### config.mk
export PLATFORM = sky130hd
export DESIGN_NAME = i2c_master_top
export DESIGN_NICKNAME = d
export VERILOG_FILES = /design/src/i2c_pkg.sv /design/src/i2c_master_top.sv /design/src/i2c_line_driver.sv /design/src/i2c_byte_gen.sv /design/src/i2c_start_stop_gen.sv /design/src/i2c_req_manager.sv /design/src/i2c_credit_fifo.sv
export SDC_FILE = /design/constraint.sdc
export NUM_CORES = 1
export LEC_CHECK = 0
export BUFFER_PORTS_ARGS = -buffer_cell sky130_fd_sc_hd__buf_2
export CORE_MARGIN = 3
export CORE_UTILIZATION = 60
export DETAILED_ROUTE_END_ITERATION = 8
export PLACE_DENSITY = 0.78
export SLEW_MARGIN = 20
export SYNTH_ARGS = -nofsm -noshare
export SYNTH_HDL_FRONTEND = slang
export SYNTH_HIERARCHICAL = 1
export SYNTH_SLANG_ARGS = --single-unit
### constraint.sdc
create_clock -name i_clk -period 3.14 [get_ports i_clk]
set_input_delay 0.314 -clock i_clk [delete_from_list [all_inputs] [get_ports i_clk]]
set_output_delay 0.314 -clock i_clk [all_outputs]
set_load 0.01 [all_outputs]
### src/i2c_pkg.sv
package i2c_pkg;

    // Bus timing, in system clock cycles
    localparam int CLK_DIV = 4;
    localparam int QTR_W = $clog2(CLK_DIV);

    // Host credits, equal to the FIFO depths
    localparam int CMD_FIFO_DEPTH = 4;
    localparam int WR_FIFO_DEPTH = 8;

    localparam int BURST_WIDTH = 4;

    typedef logic [7:0] t_byte;
    typedef logic [6:0] t_slave_addr;
    typedef logic [BURST_WIDTH-1:0] t_burst;

    // One register access; burst_num + 1 data bytes
    typedef struct packed {
        logic        we;
        logic        sccb_mode;
        t_slave_addr addr_slave;
        t_byte       addr_reg;
        t_burst      burst_num;
    } t_i2c_cmd;

    // Generator that currently owns the bus lines
    typedef enum logic [1:0] {
        NONE  = 2'd0,
        START = 2'd1,
        BYTE  = 2'd2,
        STOP  = 2'd3
    } t_gen_states;

endpackage
### src/i2c_master_top.sv
`timescale 1ns/1ps

module i2c_master_top (
    input  logic              i_clk,
    input  logic              i_rst,
    input  logic              i_cmd_push,
    input  i2c_pkg::t_i2c_cmd i_cmd,
    output logic              o_cmd_credit,
    input  logic              i_wr_push,
    input  i2c_pkg::t_byte    i_wr_byte,
    output logic              o_wr_credit,
    input  logic              i_sda,
    output logic              o_scl_oe,
    output logic              o_sda_oe,
    output logic              o_rd_valid,
    output i2c_pkg::t_byte    o_rd_data,
    output logic              o_nack,
    output logic              o_busy
);
    import i2c_pkg::*;

    t_i2c_cmd    cmd_data;
    logic        cmd_valid;
    logic        cmd_pop;
    t_byte       wr_data;
    logic        wr_valid;
    logic        wr_pop;
    t_gen_states active_gen;
    logic        req_valid;
    t_byte       req_byte;
    logic        req_we;
    logic        req_last;
    logic        ss_req;
    logic        ss_ready;
    logic        ss_done;
    logic        ss_scl;
    logic        ss_sda;
    logic        byte_req;
    logic        byte_ready;
    logic        byte_scl;
    logic        byte_sda;
    logic        wr_ack;
    logic        wr_nack;
    logic        sda_sync;

    // Request goes to the generator named by active_gen
    assign ss_req = req_valid && (active_gen == START || active_gen == STOP);
    assign byte_req = req_valid && (active_gen == BYTE);

    i2c_credit_fifo #(.WIDTH($bits(t_i2c_cmd)), .DEPTH(CMD_FIFO_DEPTH)) i_cmd_fifo (
        .i_clk(i_clk), .i_rst(i_rst), .i_push(i_cmd_push), .i_data(i_cmd),
        .i_pop(cmd_pop), .o_valid(cmd_valid), .o_data(cmd_data), .o_credit(o_cmd_credit)
    );

    i2c_credit_fifo #(.WIDTH($bits(t_byte)), .DEPTH(WR_FIFO_DEPTH)) i_wr_fifo (
        .i_clk(i_clk), .i_rst(i_rst), .i_push(i_wr_push), .i_data(i_wr_byte),
        .i_pop(wr_pop), .o_valid(wr_valid), .o_data(wr_data), .o_credit(o_wr_credit)
    );

    i2c_req_manager i_req_manager (
        .i_clk(i_clk), .i_rst(i_rst),
        .i_cmd_valid(cmd_valid), .i_cmd(cmd_data), .o_cmd_pop(cmd_pop),
        .i_wr_valid(wr_valid), .i_wr_byte(wr_data), .o_wr_pop(wr_pop),
        .i_start_stop_ready(ss_ready), .i_start_stop_done(ss_done),
        .i_byte_ready(byte_ready), .i_wr_ack(wr_ack), .i_wr_nack(wr_nack),
        .i_rd_valid(o_rd_valid), .o_active_gen(active_gen), .o_req_valid(req_valid),
        .o_req_byte(req_byte), .o_req_we(req_we), .o_req_last_byte(req_last),
        .o_nack(o_nack), .o_busy(o_busy)
    );

    i2c_start_stop_gen i_start_stop_gen (
        .i_clk(i_clk), .i_rst(i_rst), .i_req(ss_req), .i_stop(active_gen == STOP),
        .o_ready(ss_ready), .o_done(ss_done), .o_scl(ss_scl), .o_sda(ss_sda)
    );

    i2c_byte_gen i_byte_gen (
        .i_clk(i_clk), .i_rst(i_rst), .i_req(byte_req), .i_we(req_we),
        .i_last(req_last), .i_byte(req_byte), .i_sda(sda_sync), .o_ready(byte_ready),
        .o_scl(byte_scl), .o_sda(byte_sda), .o_wr_ack(wr_ack), .o_wr_nack(wr_nack),
        .o_rd_valid(o_rd_valid), .o_rd_byte(o_rd_data)
    );

    i2c_line_driver i_line_driver (
        .i_clk(i_clk), .i_rst(i_rst), .i_active_gen(active_gen),
        .i_ss_scl(ss_scl), .i_ss_sda(ss_sda), .i_byte_scl(byte_scl), .i_byte_sda(byte_sda),
        .i_sda_pad(i_sda), .o_scl_oe(o_scl_oe), .o_sda_oe(o_sda_oe), .o_sda_sync(sda_sync)
    );

endmodule

### src/i2c_line_driver.sv
`timescale 1ns/1ps

module i2c_line_driver (
    input  logic                 i_clk,
    input  logic                 i_rst,
    input  i2c_pkg::t_gen_states i_active_gen,
    input  logic                 i_ss_scl,
    input  logic                 i_ss_sda,
    input  logic                 i_byte_scl,
    input  logic                 i_byte_sda,
    input  logic                 i_sda_pad,
    output logic                 o_scl_oe,
    output logic                 o_sda_oe,
    output logic                 o_sda_sync
);
    import i2c_pkg::*;

    logic sda_meta;

    // Generator lines are release bits; an enable pulls the line low
    always_ff @(posedge i_clk) begin
        if (i_rst) begin
            o_scl_oe <= 1'b0;
            o_sda_oe <= 1'b0;
        end else begin
            case (i_active_gen)
                START, STOP: begin
                    o_scl_oe <= !i_ss_scl;
                    o_sda_oe <= !i_ss_sda;
                end
                BYTE: begin
                    o_scl_oe <= !i_byte_scl;
                    o_sda_oe <= !i_byte_sda;
                end
                default: begin
                    o_scl_oe <= 1'b0;
                    o_sda_oe <= 1'b0;
                end
            endcase
        end
    end

    always_ff @(posedge i_clk) begin
        sda_meta <= i_sda_pad;
        o_sda_sync <= sda_meta;
    end

endmodule

### src/i2c_byte_gen.sv
`timescale 1ns/1ps

module i2c_byte_gen (
    input  logic           i_clk,
    input  logic           i_rst,
    input  logic           i_req,
    input  logic           i_we,
    input  logic           i_last,
    input  i2c_pkg::t_byte i_byte,
    input  logic           i_sda,
    output logic           o_ready,
    output logic           o_scl,
    output logic           o_sda,
    output logic           o_wr_ack,
    output logic           o_wr_nack,
    output logic           o_rd_valid,
    output i2c_pkg::t_byte o_rd_byte
);
    import i2c_pkg::*;

    logic             busy;
    logic             we_q;
    logic             last_q;
    logic             ack_q;
    t_byte            shift_q;
    logic [1:0]       qtr;
    logic [QTR_W-1:0] cnt;
    logic [3:0]       bit_cnt;
    logic             qtr_end;
    logic             finish;

    assign qtr_end = busy && (cnt == QTR_W'(CLK_DIV - 1));
    assign finish = qtr_end && (qtr == 2'd3) && (bit_cnt == 4'd8);

    assign o_ready = !busy;
    assign o_rd_byte = shift_q;
    assign o_rd_valid = finish && !we_q;
    assign o_wr_ack = finish && we_q && !ack_q;
    assign o_wr_nack = finish && we_q && ack_q;

    // Quarters per bit: SCL low, high, high, low
    always_ff @(posedge i_clk) begin
        if (i_rst) begin
            busy <= 1'b0;
            qtr <= '0;
            cnt <= '0;
            bit_cnt <= '0;
            o_scl <= 1'b0;
            o_sda <= 1'b1;
        end else if (!busy) begin
            if (i_req) begin
                busy <= 1'b1;
                qtr <= '0;
                cnt <= '0;
                bit_cnt <= '0;
                o_scl <= 1'b0;
                o_sda <= i_we ? i_byte[7] : 1'b1;
            end
        end else begin
            cnt <= cnt + 1'b1;
            if (qtr_end) begin
                cnt <= '0;
                qtr <= qtr + 1'b1;
                case (qtr)
                    2'd0: o_scl <= 1'b1;
                    2'd2: o_scl <= 1'b0;
                    2'd3: begin
                        bit_cnt <= bit_cnt + 1'b1;
                        if (bit_cnt == 4'd8) begin
                            busy <= 1'b0;
                        end else if (bit_cnt == 4'd7) begin
                            // Ninth bit: release for slave ACK, or ACK/NACK a read
                            o_sda <= we_q || last_q;
                        end else if (we_q) begin
                            o_sda <= shift_q[6];
                        end
                    end
                    default: ;
                endcase
            end
        end
    end

    always_ff @(posedge i_clk) begin
        if (!busy && i_req) begin
            shift_q <= i_byte;
            we_q <= i_we;
            last_q <= i_last;
        end else if (qtr_end) begin
            // Sample in the middle of the SCL high time
            if (qtr == 2'd1 && bit_cnt == 4'd8) begin
                ack_q <= i_sda;
            end else if (qtr == 2'd1 && !we_q) begin
                shift_q <= {shift_q[6:0], i_sda};
            end else if (qtr == 2'd3 && we_q) begin
                shift_q <= {shift_q[6:0], 1'b0};
            end
        end
    end

endmodule

### src/i2c_start_stop_gen.sv
`timescale 1ns/1ps

module i2c_start_stop_gen (
    input  logic i_clk,
    input  logic i_rst,
    input  logic i_req,
    input  logic i_stop,
    output logic o_ready,
    output logic o_done,
    output logic o_scl,
    output logic o_sda
);
    import i2c_pkg::*;

    logic             busy;
    logic             stop_q;
    logic [1:0]       phase;
    logic [QTR_W-1:0] cnt;
    logic             qtr_end;

    assign qtr_end = busy && (cnt == QTR_W'(CLK_DIV - 1));
    assign o_ready = !busy;
    assign o_done = qtr_end && (phase == 2'd3);

    always_ff @(posedge i_clk) begin
        if (i_rst) begin
            busy <= 1'b0;
            stop_q <= 1'b0;
            phase <= '0;
            cnt <= '0;
            o_scl <= 1'b1;
            o_sda <= 1'b1;
        end else if (!busy) begin
            if (i_req) begin
                busy <= 1'b1;
                stop_q <= i_stop;
                phase <= '0;
                cnt <= '0;
                // SCL keeps its level; SDA set up for the coming edge
                o_sda <= !i_stop;
            end
        end else begin
            cnt <= cnt + 1'b1;
            if (qtr_end) begin
                cnt <= '0;
                phase <= phase + 1'b1;
                case (phase)
                    2'd0: o_scl <= 1'b1;
                    // START pulls SDA low, STOP releases it, both with SCL high
                    2'd1: o_sda <= stop_q;
                    2'd2: o_scl <= stop_q;
                    default: busy <= 1'b0;
                endcase
            end
        end
    end

endmodule

### src/i2c_req_manager.sv
`timescale 1ns/1ps

module i2c_req_manager (
    input  logic                  i_clk,
    input  logic                  i_rst,
    input  logic                  i_cmd_valid,
    input  i2c_pkg::t_i2c_cmd     i_cmd,
    output logic                  o_cmd_pop,
    input  logic                  i_wr_valid,
    input  i2c_pkg::t_byte        i_wr_byte,
    output logic                  o_wr_pop,
    input  logic                  i_start_stop_ready,
    input  logic                  i_start_stop_done,
    input  logic                  i_byte_ready,
    input  logic                  i_wr_ack,
    input  logic                  i_wr_nack,
    input  logic                  i_rd_valid,
    output i2c_pkg::t_gen_states  o_active_gen,
    output logic                  o_req_valid,
    output i2c_pkg::t_byte        o_req_byte,
    output logic                  o_req_we,
    output logic                  o_req_last_byte,
    output logic                  o_nack,
    output logic                  o_busy
);
    import i2c_pkg::*;

    typedef enum logic [2:0] {
        IDLE     = 3'd0,
        LOAD     = 3'd1,
        CONTROL  = 3'd2,
        INIT_GEN = 3'd3,
        REQ_GEN  = 3'd4,
        WAIT_GEN = 3'd5,
        END_GEN  = 3'd6
    } t_mgr_states;

    typedef struct packed {
        t_mgr_states          state;
        t_gen_states          active_gen;
        t_gen_states          next_gen;
        t_i2c_cmd             cmd;
        t_byte                req_byte;
        logic [BURST_WIDTH:0] byte_cnt;
        logic                 last_byte;
        logic                 acked;
    } t_mgr_regs;

    t_mgr_regs r;
    t_mgr_regs n;

    logic                 gen_ready;
    logic                 gen_done;
    logic [BURST_WIDTH:0] last_idx;

    // Data bytes start at index 2, after the two address bytes
    assign last_idx = {1'b0, r.cmd.burst_num} + (BURST_WIDTH+1)'(2);

    assign o_active_gen = r.active_gen;
    assign o_req_valid = (r.state == REQ_GEN);
    assign o_req_byte = r.req_byte;
    assign o_req_we = (r.byte_cnt < (BURST_WIDTH+1)'(2)) || r.cmd.we;
    assign o_req_last_byte = r.last_byte;
    assign o_busy = (r.state != IDLE) && (r.state != LOAD);

    always_comb begin
        case (r.active_gen)
            START, STOP: begin
                gen_ready = i_start_stop_ready;
                gen_done = i_start_stop_done;
            end
            BYTE: begin
                gen_ready = i_byte_ready;
                gen_done = i_wr_ack || i_wr_nack || i_rd_valid;
            end
            default: begin
                gen_ready = 1'b0;
                gen_done = 1'b0;
            end
        endcase
    end

    always_comb begin
        n = r;
        o_cmd_pop = 1'b0;
        o_wr_pop = 1'b0;
        o_nack = 1'b0;
        case (r.state)
            IDLE: begin
                n.active_gen = NONE;
                n.state = LOAD;
            end
            LOAD: begin
                if (i_cmd_valid && i_start_stop_ready) begin
                    o_cmd_pop = 1'b1;
                    n.cmd = i_cmd;
                    n.byte_cnt = '0;
                    n.last_byte = 1'b0;
                    n.next_gen = START;
                    n.state = CONTROL;
                end
            end
            CONTROL: begin
                n.active_gen = r.next_gen;
                n.state = INIT_GEN;
                case (r.next_gen)
                    NONE: n.state = IDLE;
                    BYTE: begin
                        if (r.byte_cnt == '0) begin
                            // R/W bit is high for a read
                            n.req_byte = {r.cmd.addr_slave, ~r.cmd.we};
                        end else if (r.byte_cnt == (BURST_WIDTH+1)'(1)) begin
                            n.req_byte = r.cmd.addr_reg;
                        end else begin
                            n.last_byte = r.cmd.sccb_mode || (r.byte_cnt == last_idx);
                            if (r.cmd.we) begin
                                // Hold SCL low until write data arrives
                                if (i_wr_valid) begin
                                    o_wr_pop = 1'b1;
                                    n.req_byte = i_wr_byte;
                                end else begin
                                    n.state = CONTROL;
                                end
                            end
                        end
                    end
                    default: ;
                endcase
            end
            INIT_GEN: begin
                if (gen_ready) begin
                    n.state = REQ_GEN;
                end
            end
            REQ_GEN: n.state = WAIT_GEN;
            WAIT_GEN: begin
                if (gen_done) begin
                    n.acked = i_wr_ack;
                    n.state = END_GEN;
                end
            end
            END_GEN: begin
                n.state = CONTROL;
                case (r.active_gen)
                    START: n.next_gen = BYTE;
                    STOP:  n.next_gen = NONE;
                    BYTE: begin
                        n.byte_cnt = r.byte_cnt + 1'b1;
                        if (r.byte_cnt < (BURST_WIDTH+1)'(2)) begin
                            // Address or register byte not acknowledged
                            if (!r.acked) begin
                                o_nack = 1'b1;
                                n.next_gen = STOP;
                            end
                        end else if (r.last_byte) begin
                            if (i_cmd_valid && !r.cmd.sccb_mode) begin
                                // Next command joins with a repeated START
                                o_cmd_pop = 1'b1;
                                n.cmd = i_cmd;
                                n.byte_cnt = '0;
                                n.last_byte = 1'b0;
                                n.next_gen = START;
                            end else begin
                                n.next_gen = STOP;
                            end
                        end
                    end
                    default: n.next_gen = NONE;
                endcase
            end
            default: begin
                n.state = IDLE;
                n.active_gen = NONE;
            end
        endcase
    end

    always_ff @(posedge i_clk) begin
        if (i_rst) begin
            // IDLE with no active generator
            r <= '0;
        end else begin
            r <= n;
        end
    end

endmodule

### src/i2c_credit_fifo.sv
`timescale 1ns/1ps

module i2c_credit_fifo #(
    parameter int WIDTH = 8,
    parameter int DEPTH = 4
) (
    input  logic             i_clk,
    input  logic             i_rst,
    input  logic             i_push,
    input  logic [WIDTH-1:0] i_data,
    input  logic             i_pop,
    output logic             o_valid,
    output logic [WIDTH-1:0] o_data,
    output logic             o_credit
);

    localparam int PTR_W = $clog2(DEPTH);

    logic [WIDTH-1:0] mem [DEPTH];
    logic [PTR_W-1:0] rd_ptr;
    logic [PTR_W-1:0] wr_ptr;
    logic [PTR_W:0]   count;
    logic             do_push;
    logic             do_pop;

    // A push while full is dropped
    assign do_push = i_push && (count != (PTR_W+1)'(DEPTH));
    assign do_pop = i_pop && o_valid;

    assign o_valid = (count != '0);
    assign o_data = mem[rd_ptr];

    always_ff @(posedge i_clk) begin
        if (do_push) begin
            mem[wr_ptr] <= i_data;
        end
    end

    always_ff @(posedge i_clk) begin
        if (i_rst) begin
            rd_ptr <= '0;
            wr_ptr <= '0;
            count <= '0;
            o_credit <= 1'b0;
        end else begin
            // One credit back per entry leaving the FIFO
            o_credit <= do_pop;
            if (do_push) begin
                wr_ptr <= (wr_ptr == PTR_W'(DEPTH - 1)) ? '0 : wr_ptr + 1'b1;
            end
            if (do_pop) begin
                rd_ptr <= (rd_ptr == PTR_W'(DEPTH - 1)) ? '0 : rd_ptr + 1'b1;
            end
            case ({do_push, do_pop})
                2'b10:   count <= count + 1'b1;
                2'b01:   count <= count - 1'b1;
                default: count <= count;
            endcase
        end
    end

endmodule

# ---- Word-level counts from Yosys, hierarchy flattened
# Memory sizes are Yosys's and may differ from the RTL's. A register that Yosys moved wholly into a read port is not among the register bits.
# Cells that the tools add are included.
# W data, S select, Z words.
dict set report word_totals {
  out_inout_bits 15
  elab_cells 304
  memories 2
  register_bits 96
  ramBits 148
}
dict set report op_classes {
  order_cmp 1
  reduce_logical 77
  n_bitwise 3
  n_addsub 15
  n_eq_ne 53
  n_mux 113
}
# name words word_bits rd rd_clocked_by_memory_dff write_ports line
set memory_table {}
lappend memory_table {i_cmd_fifo.mem 4 21 1 1 1 i2c_credit_fifo.sv:19} ;# logic [WIDTH-1:0] mem [DEPTH];
lappend memory_table {i_wr_fifo.mem 8 8 1 1 1 i2c_credit_fifo.sv:19}
# op n
set ops {}
lappend ops {{$mux W8} 9}
lappend ops {{$mux W21} 3}
lappend ops {{$mux W1} 48}
lappend ops {{$mux W23} 2}
lappend ops {{$pmux W23 S2} 1}
lappend ops {{$mux W2} 17}
lappend ops {{$mux W6} 5}
lappend ops {{$mux W3} 9}
lappend ops {{$eq A2 B2 Y1 const B} 13}
lappend ops {{$reduce_and A3 Y1} 8}
lappend ops {{$logic_and A1 B1 Y1} 22}
lappend ops {{$pmux W3 S7} 1}
lappend ops {{$ne A2 B2 Y1 const B} 10}
lappend ops {{$reduce_bool A3 Y1} 6}
lappend ops {{$mux W4} 4}
lappend ops {{$eq A3 B3 Y1 const B} 5}
lappend ops {{$pmux W1 S2} 7}
lappend ops {{$reduce_bool A2 Y1} 7}
lappend ops {{$add A2 B1 Y2 const B} 6}
lappend ops {{$ne A2 B1 Y1 const B} 6}
lappend ops {{$pmux W3 S2} 2}
lappend ops {{$eq A2 B1 Y1 const B} 5}
lappend ops {{$logic_not A1 Y1} 10}
lappend ops {{$pmux W5 S2} 1}
lappend ops {{other kinds (34)} 55}

# ---- Depth between registers and ports, before layout
dict set report logic_depth {
  word_depth 11
  ltp_mapped 15
  depth_no_buf 14
}

# ---- Modules after synthesis
# Netlist, hierarchy kept.
# module cells_each seq_area_each_um2 area_each_um2 instances
set modules_own_cells {}
lappend modules_own_cells {{i2c_credit_fifo at i_cmd_fifo} 163 2722.6 3535.9 1}
lappend modules_own_cells {{i2c_credit_fifo at i_wr_fifo} 171 2202.1 3178.0 1}
lappend modules_own_cells {i2c_req_manager 278 860.8 2259.7 1}
lappend modules_own_cells {i2c_byte_gen 103 550.5 1112.3 1}
lappend modules_own_cells {i2c_start_stop_gen 47 160.2 436.7 1}
lappend modules_own_cells {i2c_line_driver 10 80.1 122.6 1}
lappend modules_own_cells {i2c_master_top 3 0.0 23.8 1}

# ---- Least setup slack after synthesis
# No wires, ideal clock.
dict set report synth_timing {
  path_type {register to register}
  startpoint {reg i_req_manager/r[2] (netlist name)}
  endpoint {reg i_wr_fifo.count[3]}
  path_stages_with_launch 13
  path_buffers 0
  period_less_slack_ns 2.805
  setup_ns 0.121
  t_arrival_ns 2.685
  path_slack_ns 0.335
  cell_sequence {dfxtp_1 > inv_1 > ha_1 > or2_0 > and2_1 > nor3_1 > nand2_1 > inv_1 > ha_1 > nand3b_1 > a211o_2 > a21oi_1 > mux2_2}
}
dict set report synth_between {
  elab_chain_cells 8
  elab_cells_between_ends 11
  classes_between {eq/ne (3); mux (5); reduce/logical (3)}
}
# element line
set synth_rtl {}
lappend synth_rtl {{start: declaration} i2c_req_manager.sv:49} ;# t_mgr_regs r;
lappend synth_rtl {{start signal: assignment} i2c_req_manager.sv:183} ;# r <= n;
lappend synth_rtl {{$eq A5 B1 Y1} i2c_req_manager.sv:112} ;# end else if (r.byte_cnt == (BURST_WIDTH+1)'(1)) begin
lappend synth_rtl {{$mux W1} i2c_req_manager.sv:112}
lappend synth_rtl {{$mux W1 (*)} i2c_req_manager.sv:109} ;# if (r.byte_cnt == '0) begin
lappend synth_rtl {{$mux W1 (*)} i2c_req_manager.sv:106} ;# case (r.next_gen)
lappend synth_rtl {{$mux W1 (*)} i2c_req_manager.sv:88} ;# case (r.state)
lappend synth_rtl {{net wr_pop} i2c_master_top.sv:27} ;# logic wr_pop;
lappend synth_rtl {{$logic_and A1 B1 Y1 (*)} i2c_credit_fifo.sv:28} ;# assign do_pop = i_pop && o_valid;
lappend synth_rtl {{net i_wr_fifo.do_pop} i2c_credit_fifo.sv:24} ;# logic do_pop;
lappend synth_rtl {{$eq A2 B1 Y1 or $eq A2 B2 Y1 (tied branches)} i2c_credit_fifo.sv:54} ;# case ({do_push, do_pop})
lappend synth_rtl {{$pmux W4 S2 or $reduce_bool A2 Y1 (tied branches)} -}
lappend synth_rtl {{end signal: assignment} i2c_credit_fifo.sv:55} ;# 2'b10: count <= count + 1'b1;
lappend synth_rtl {{end signal: assignment} i2c_credit_fifo.sv:56} ;# 2'b01: count <= count - 1'b1;
lappend synth_rtl {{end signal: assignment} i2c_credit_fifo.sv:57} ;# default: count <= count;
lappend synth_rtl {{end: declaration} i2c_credit_fifo.sv:22} ;# logic [PTR_W:0] count;
# The timed path passes the listed nets; every way through them passes the cells marked *.
# A chain may end at the register's enable or synchronous reset.

# ---- Worst setup path after layout
dict set report layout_timing {
  startpoint {reg i_req_manager/r[2] (netlist name)}
  endpoint {reg i_wr_fifo.count[2]}
}
# The elaborated chain is that of the path after synthesis.

==> reports/qor.tcl <==
set qor(grt_pass1_wl_um) 32900
set qor(design.portCount) 49
set qor(worst_hold_path_type) {in -> reg}
set qor(htreeDepth) 1
set qor(hold_viol) 0
set qor(p_sw_frac) 0.239
set qor(post_synth_main_area_contributors) {edfxtp_1 (45%), dfxtp_1 (17%), mux4_2 (6.3%)}
set qor(postSynthAreaPerCell_sq_um) 13.8
set qor(timing.max_slew.rel_slack) 0.312
set qor(fillers) 1178
set qor(grt_use_total) 0.209
set qor(dpl_worst_slack_ns) 0.0510
set qor(grt_remaining_overflow) 0
set qor(crit-reg2reg-capture) {i_wr_fifo/count[2]$_SDFFE_PP0P_}
set qor(setup_slack_ns) 0.237
set qor(layout_worst_path_cycle_share) 0.925
set qor(worst_setup_path_endpoint) {i_wr_fifo/count[2]$_SDFFE_PP0P_}
set qor(numPlacedInstances) 1026
set qor(grt_start_max_net_pins) 58
set qor(start_kind) {register}
set qor(synth-main-ff-cell) {edfxtp_1}
set qor(critPathLaunch) {i_req_manager/r[2]$_SDFFE_PP0P_}
set qor(worstPathArrival_ns) 3.35
set qor(fmax_ghz) 0.344
set qor(layout_commonest_cell) {edfxtp_1}
set qor(layout.nets) 913
set qor(route.vias.total) 6469
set qor(crit_path_max_fanout) 6
set qor(setup_violations) 0
set qor(antenna_cells) 0
set qor(timing_worst_setup_path_type) {reg -> reg}
set qor(place.gp.congestion) 0.839
set qor(viasPerCell) 5.95
set qor(core_region_area_sq_um) 17400
set qor(detail_route.iter0.violations) 451
set qor(cts.sinks) 249
set qor(post_synthesis_net_count) 844
set qor(status) {finished, final reports clean}
set qor(synth_edf_count) 159
set qor(final_core_utilization) 0.695
set qor(timing.hold.ws_ns) 0.0245
set qor(routed_length_per_instance_um) 18.5
set qor(tritoncts.num_buffers) 25
set qor(first_pass_iters) 6
set qor(commonest_cells_after_routing_fill_and_taps_aside) {edfxtp_1 (159), dfxtp_1 (89), nand2_1 (68)}
set qor(worst-slew-pin-transition_ns) 1.03
set qor(yosys.cell_types.count) 81
set qor(worst_skew_pair.late_latency_ns) 0.51
set qor(fp.dieW_um) 139
set qor(yosysTopAreaCellShare) 0.448
set qor(r2r_setup_slack_ns) 0.24
set qor(rr_startpoint) {i_req_manager/r[2]$_SDFFE_PP0P_}
set qor(root_cell_of_the_clock_tree) {clkbuf_16}
set qor(power.share.sequential) 0.495
set qor(yosysWarningCount) 6
set qor(yosys_register_bits) 249
set qor(initial_utilization) 0.615
set qor(critPathCaptureType) {register}
set qor(setup_repair_after_global_routing_missed_its_margin) {false}
set qor(worst_supply_voltage_drop_on_vdd_mv) 0.534
set qor(io_buffer_count) 48
set qor(mappedNetlistArea_sq_um) 10700
set qor(placement.cell_area_sq_um) 11100
set qor(fin_tns_setup_ns) 0
set qor(cts_buffer_depth) 3
set qor(grt_antenna_before_repair) 0
set qor(sum_of_net_half_perimeters_after_detailed_placement_um) 13100
set qor(netlist_instances) 775
set qor(fin_area_sq_um) 12100
set qor(std_cell_rows) 48
set qor(design_power_total_mw) 7.65
set qor(synth.yosys.seq_area_share) 0.616
set qor(route.final.wire_length_um) 20200
set qor(die_height_um) 139
set qor(fin_cells) 1088
set qor(fp.dieArea_sq_um) 19400
set qor(grt_pass1_vias) 6417
set qor(ant_nets) 0
set qor(clockPowerShare) 0.390
set qor(cts.reportedPaths.clkPinSlew_ns) 0.06
set qor(remaining_drc_errors) 0
set qor(intPower_mw) 5.82
set qor(tritoncts) {built}
set qor(finClkSkew_ns) 0.00594
set qor(p_switching_mw) 1.83
set qor(async_flop_share) 0
set qor(share_comb_of_total_power) 0.115
set qor(slew_violations) 0
set qor(whs_path_depth) 1
set qor(dominant_cell_type_by_area_after_synthesis) {edfxtp_1}
set qor(maxCapViolCount) 0
set qor(min_period_ns) 2.90
set qor(power_density_nw_per_um2) 634
set qor(power_leakage_nw) 4.30
set qor(rr_worst_depth) 14
set qor(post_route_cells_drive_above_1_share) 0.221
set qor(syn_to_final_growth_pct) 13.1
set qor(cp.required_ns) 3.58
[worst max-delay path, stage by stage (launching register included)]
cell,delay (ns)
dfxtp_2,0.40
inv_1,0.06
ha_1,0.21
or2_0,0.24
and2_1,0.19
nor3_2,0.20
nand2_1,0.10
inv_1,0.09
ha_2,0.25
xor2_1,0.10
ha_1,0.20
a21oi_1,0.21
xor2_1,0.12
or3_1,0.31
a21oi_1,0.13
[final cells by class]
type	instances	area [sq um]	area share
Sequential cell	249	6580	0.545
Multi-Input combinational cell	452	3690	0.306
Clock buffer	27	633	0.0525
Timing Repair Buffer	87	578	0.0479
Tap cell	225	282	0.0233
Clock inverter	19	200	0.0166
Inverter	29	109	0.00902
[synthesized netlist by cell type, types with 5 or more instances]
cell type,instances
or3_1,5
ha_1,34
clkbuf_1,12
inv_1,26
nor3b_1,6
and3_1,8
mux4_2,30
nand2b_1,6
nor2b_1,5
mux2i_1,19
xor2_1,12
nand2_1,68
nand3_1,8
buf_6,5
o21ai_0,7
mux4_1,7
buf_4,15
dfxtp_1,90
nor3_1,18
edfxtp_1,159
a21oi_1,56
a22o_1,7
nor2_1,51
buf_2,7
mux2_2,17
[power by group through the flow]
| stage | sequential, mW | clock (mW) | combinational [mW] |
|---|---|---|---|
| 2_1_floorplan | 3.80 | 0 | 0.657 |
| 3_3_place_gp | 3.83 | 0 | 0.831 |
| 6_report | 3.78 | 2.98 | 0.883 |
| 3_5_place_dp | 3.85 | 0 | 0.861 |
| 4_1_cts | 3.78 | 3.04 | 0.884 |
| 5_1_grt | 3.80 | 3.18 | 0.977 |
[how the worst min path moves through the flow]
stage	start	endpoint
finish	i_cmd[3]	i_cmd_fifo/mem[3][3]$_DFFE_PP_
global route	i_cmd[5]	i_cmd_fifo/mem[3][5]$_DFFE_PP_
CTS	i_cmd[3]	i_cmd_fifo/mem[3][3]$_DFFE_PP_
detailed placement	i_line_driver/sda_meta$_DFF_P_	i_line_driver/o_sda_sync$_DFF_P_
global placement	i_line_driver/sda_meta$_DFF_P_	i_line_driver/o_sda_sync$_DFF_P_
floorplan	i_line_driver/sda_meta$_DFF_P_	i_line_driver/o_sda_sync$_DFF_P_
[metal layers]
layer  share of wire  track usage  vias to the layer above
met5               0            0                        -
li1                -            -                     3025
met4           0.021       0.0566                        0
met1            0.43        0.286                     3216
met3           0.057       0.0385                       38
met2            0.49        0.348                      190
[flip-flops by register name, indices dropped and copies added (netlist names), 4 cells and up, named ones only]
register / cells
i_byte_gen/o_rd_byte: 8
i_cmd_fifo/mem: 84
i_byte_gen/bit_cnt: 4
i_wr_fifo/count: 4
i_req_manager/r: 32
i_req_manager/o_req_byte: 8
i_wr_fifo/mem: 64
[cell families after synthesis]
| group | after synthesis | share of synthesized area |
|---|---|---|
| XOR/XNOR | 15 | 0.0123 |
| multiplexers | 73 | 0.116 |
| buffers and inverters | 74 | 0.0389 |
| adder cells (fa/ha/maj) | 35 | 0.0417 |
| flip-flops | 249 | 0.616 |
| AO/OA/AOI/OAI | 108 | 0.0672 |
| AND/OR/NAND/NOR | 221 | 0.107 |
[repair_timing]
| action | in CTS | in global routing |
|---|---|---|
| buffers inserted | 0 | 2 |
| endpoints found under the hold margin | 44 | 0 |
| hold buffers | 13 | 0 |
| endpoints found under the setup margin | 0 | 3 |
| gates resized for setup | 0 | 3 |
(Power assumes the default switching activity.)
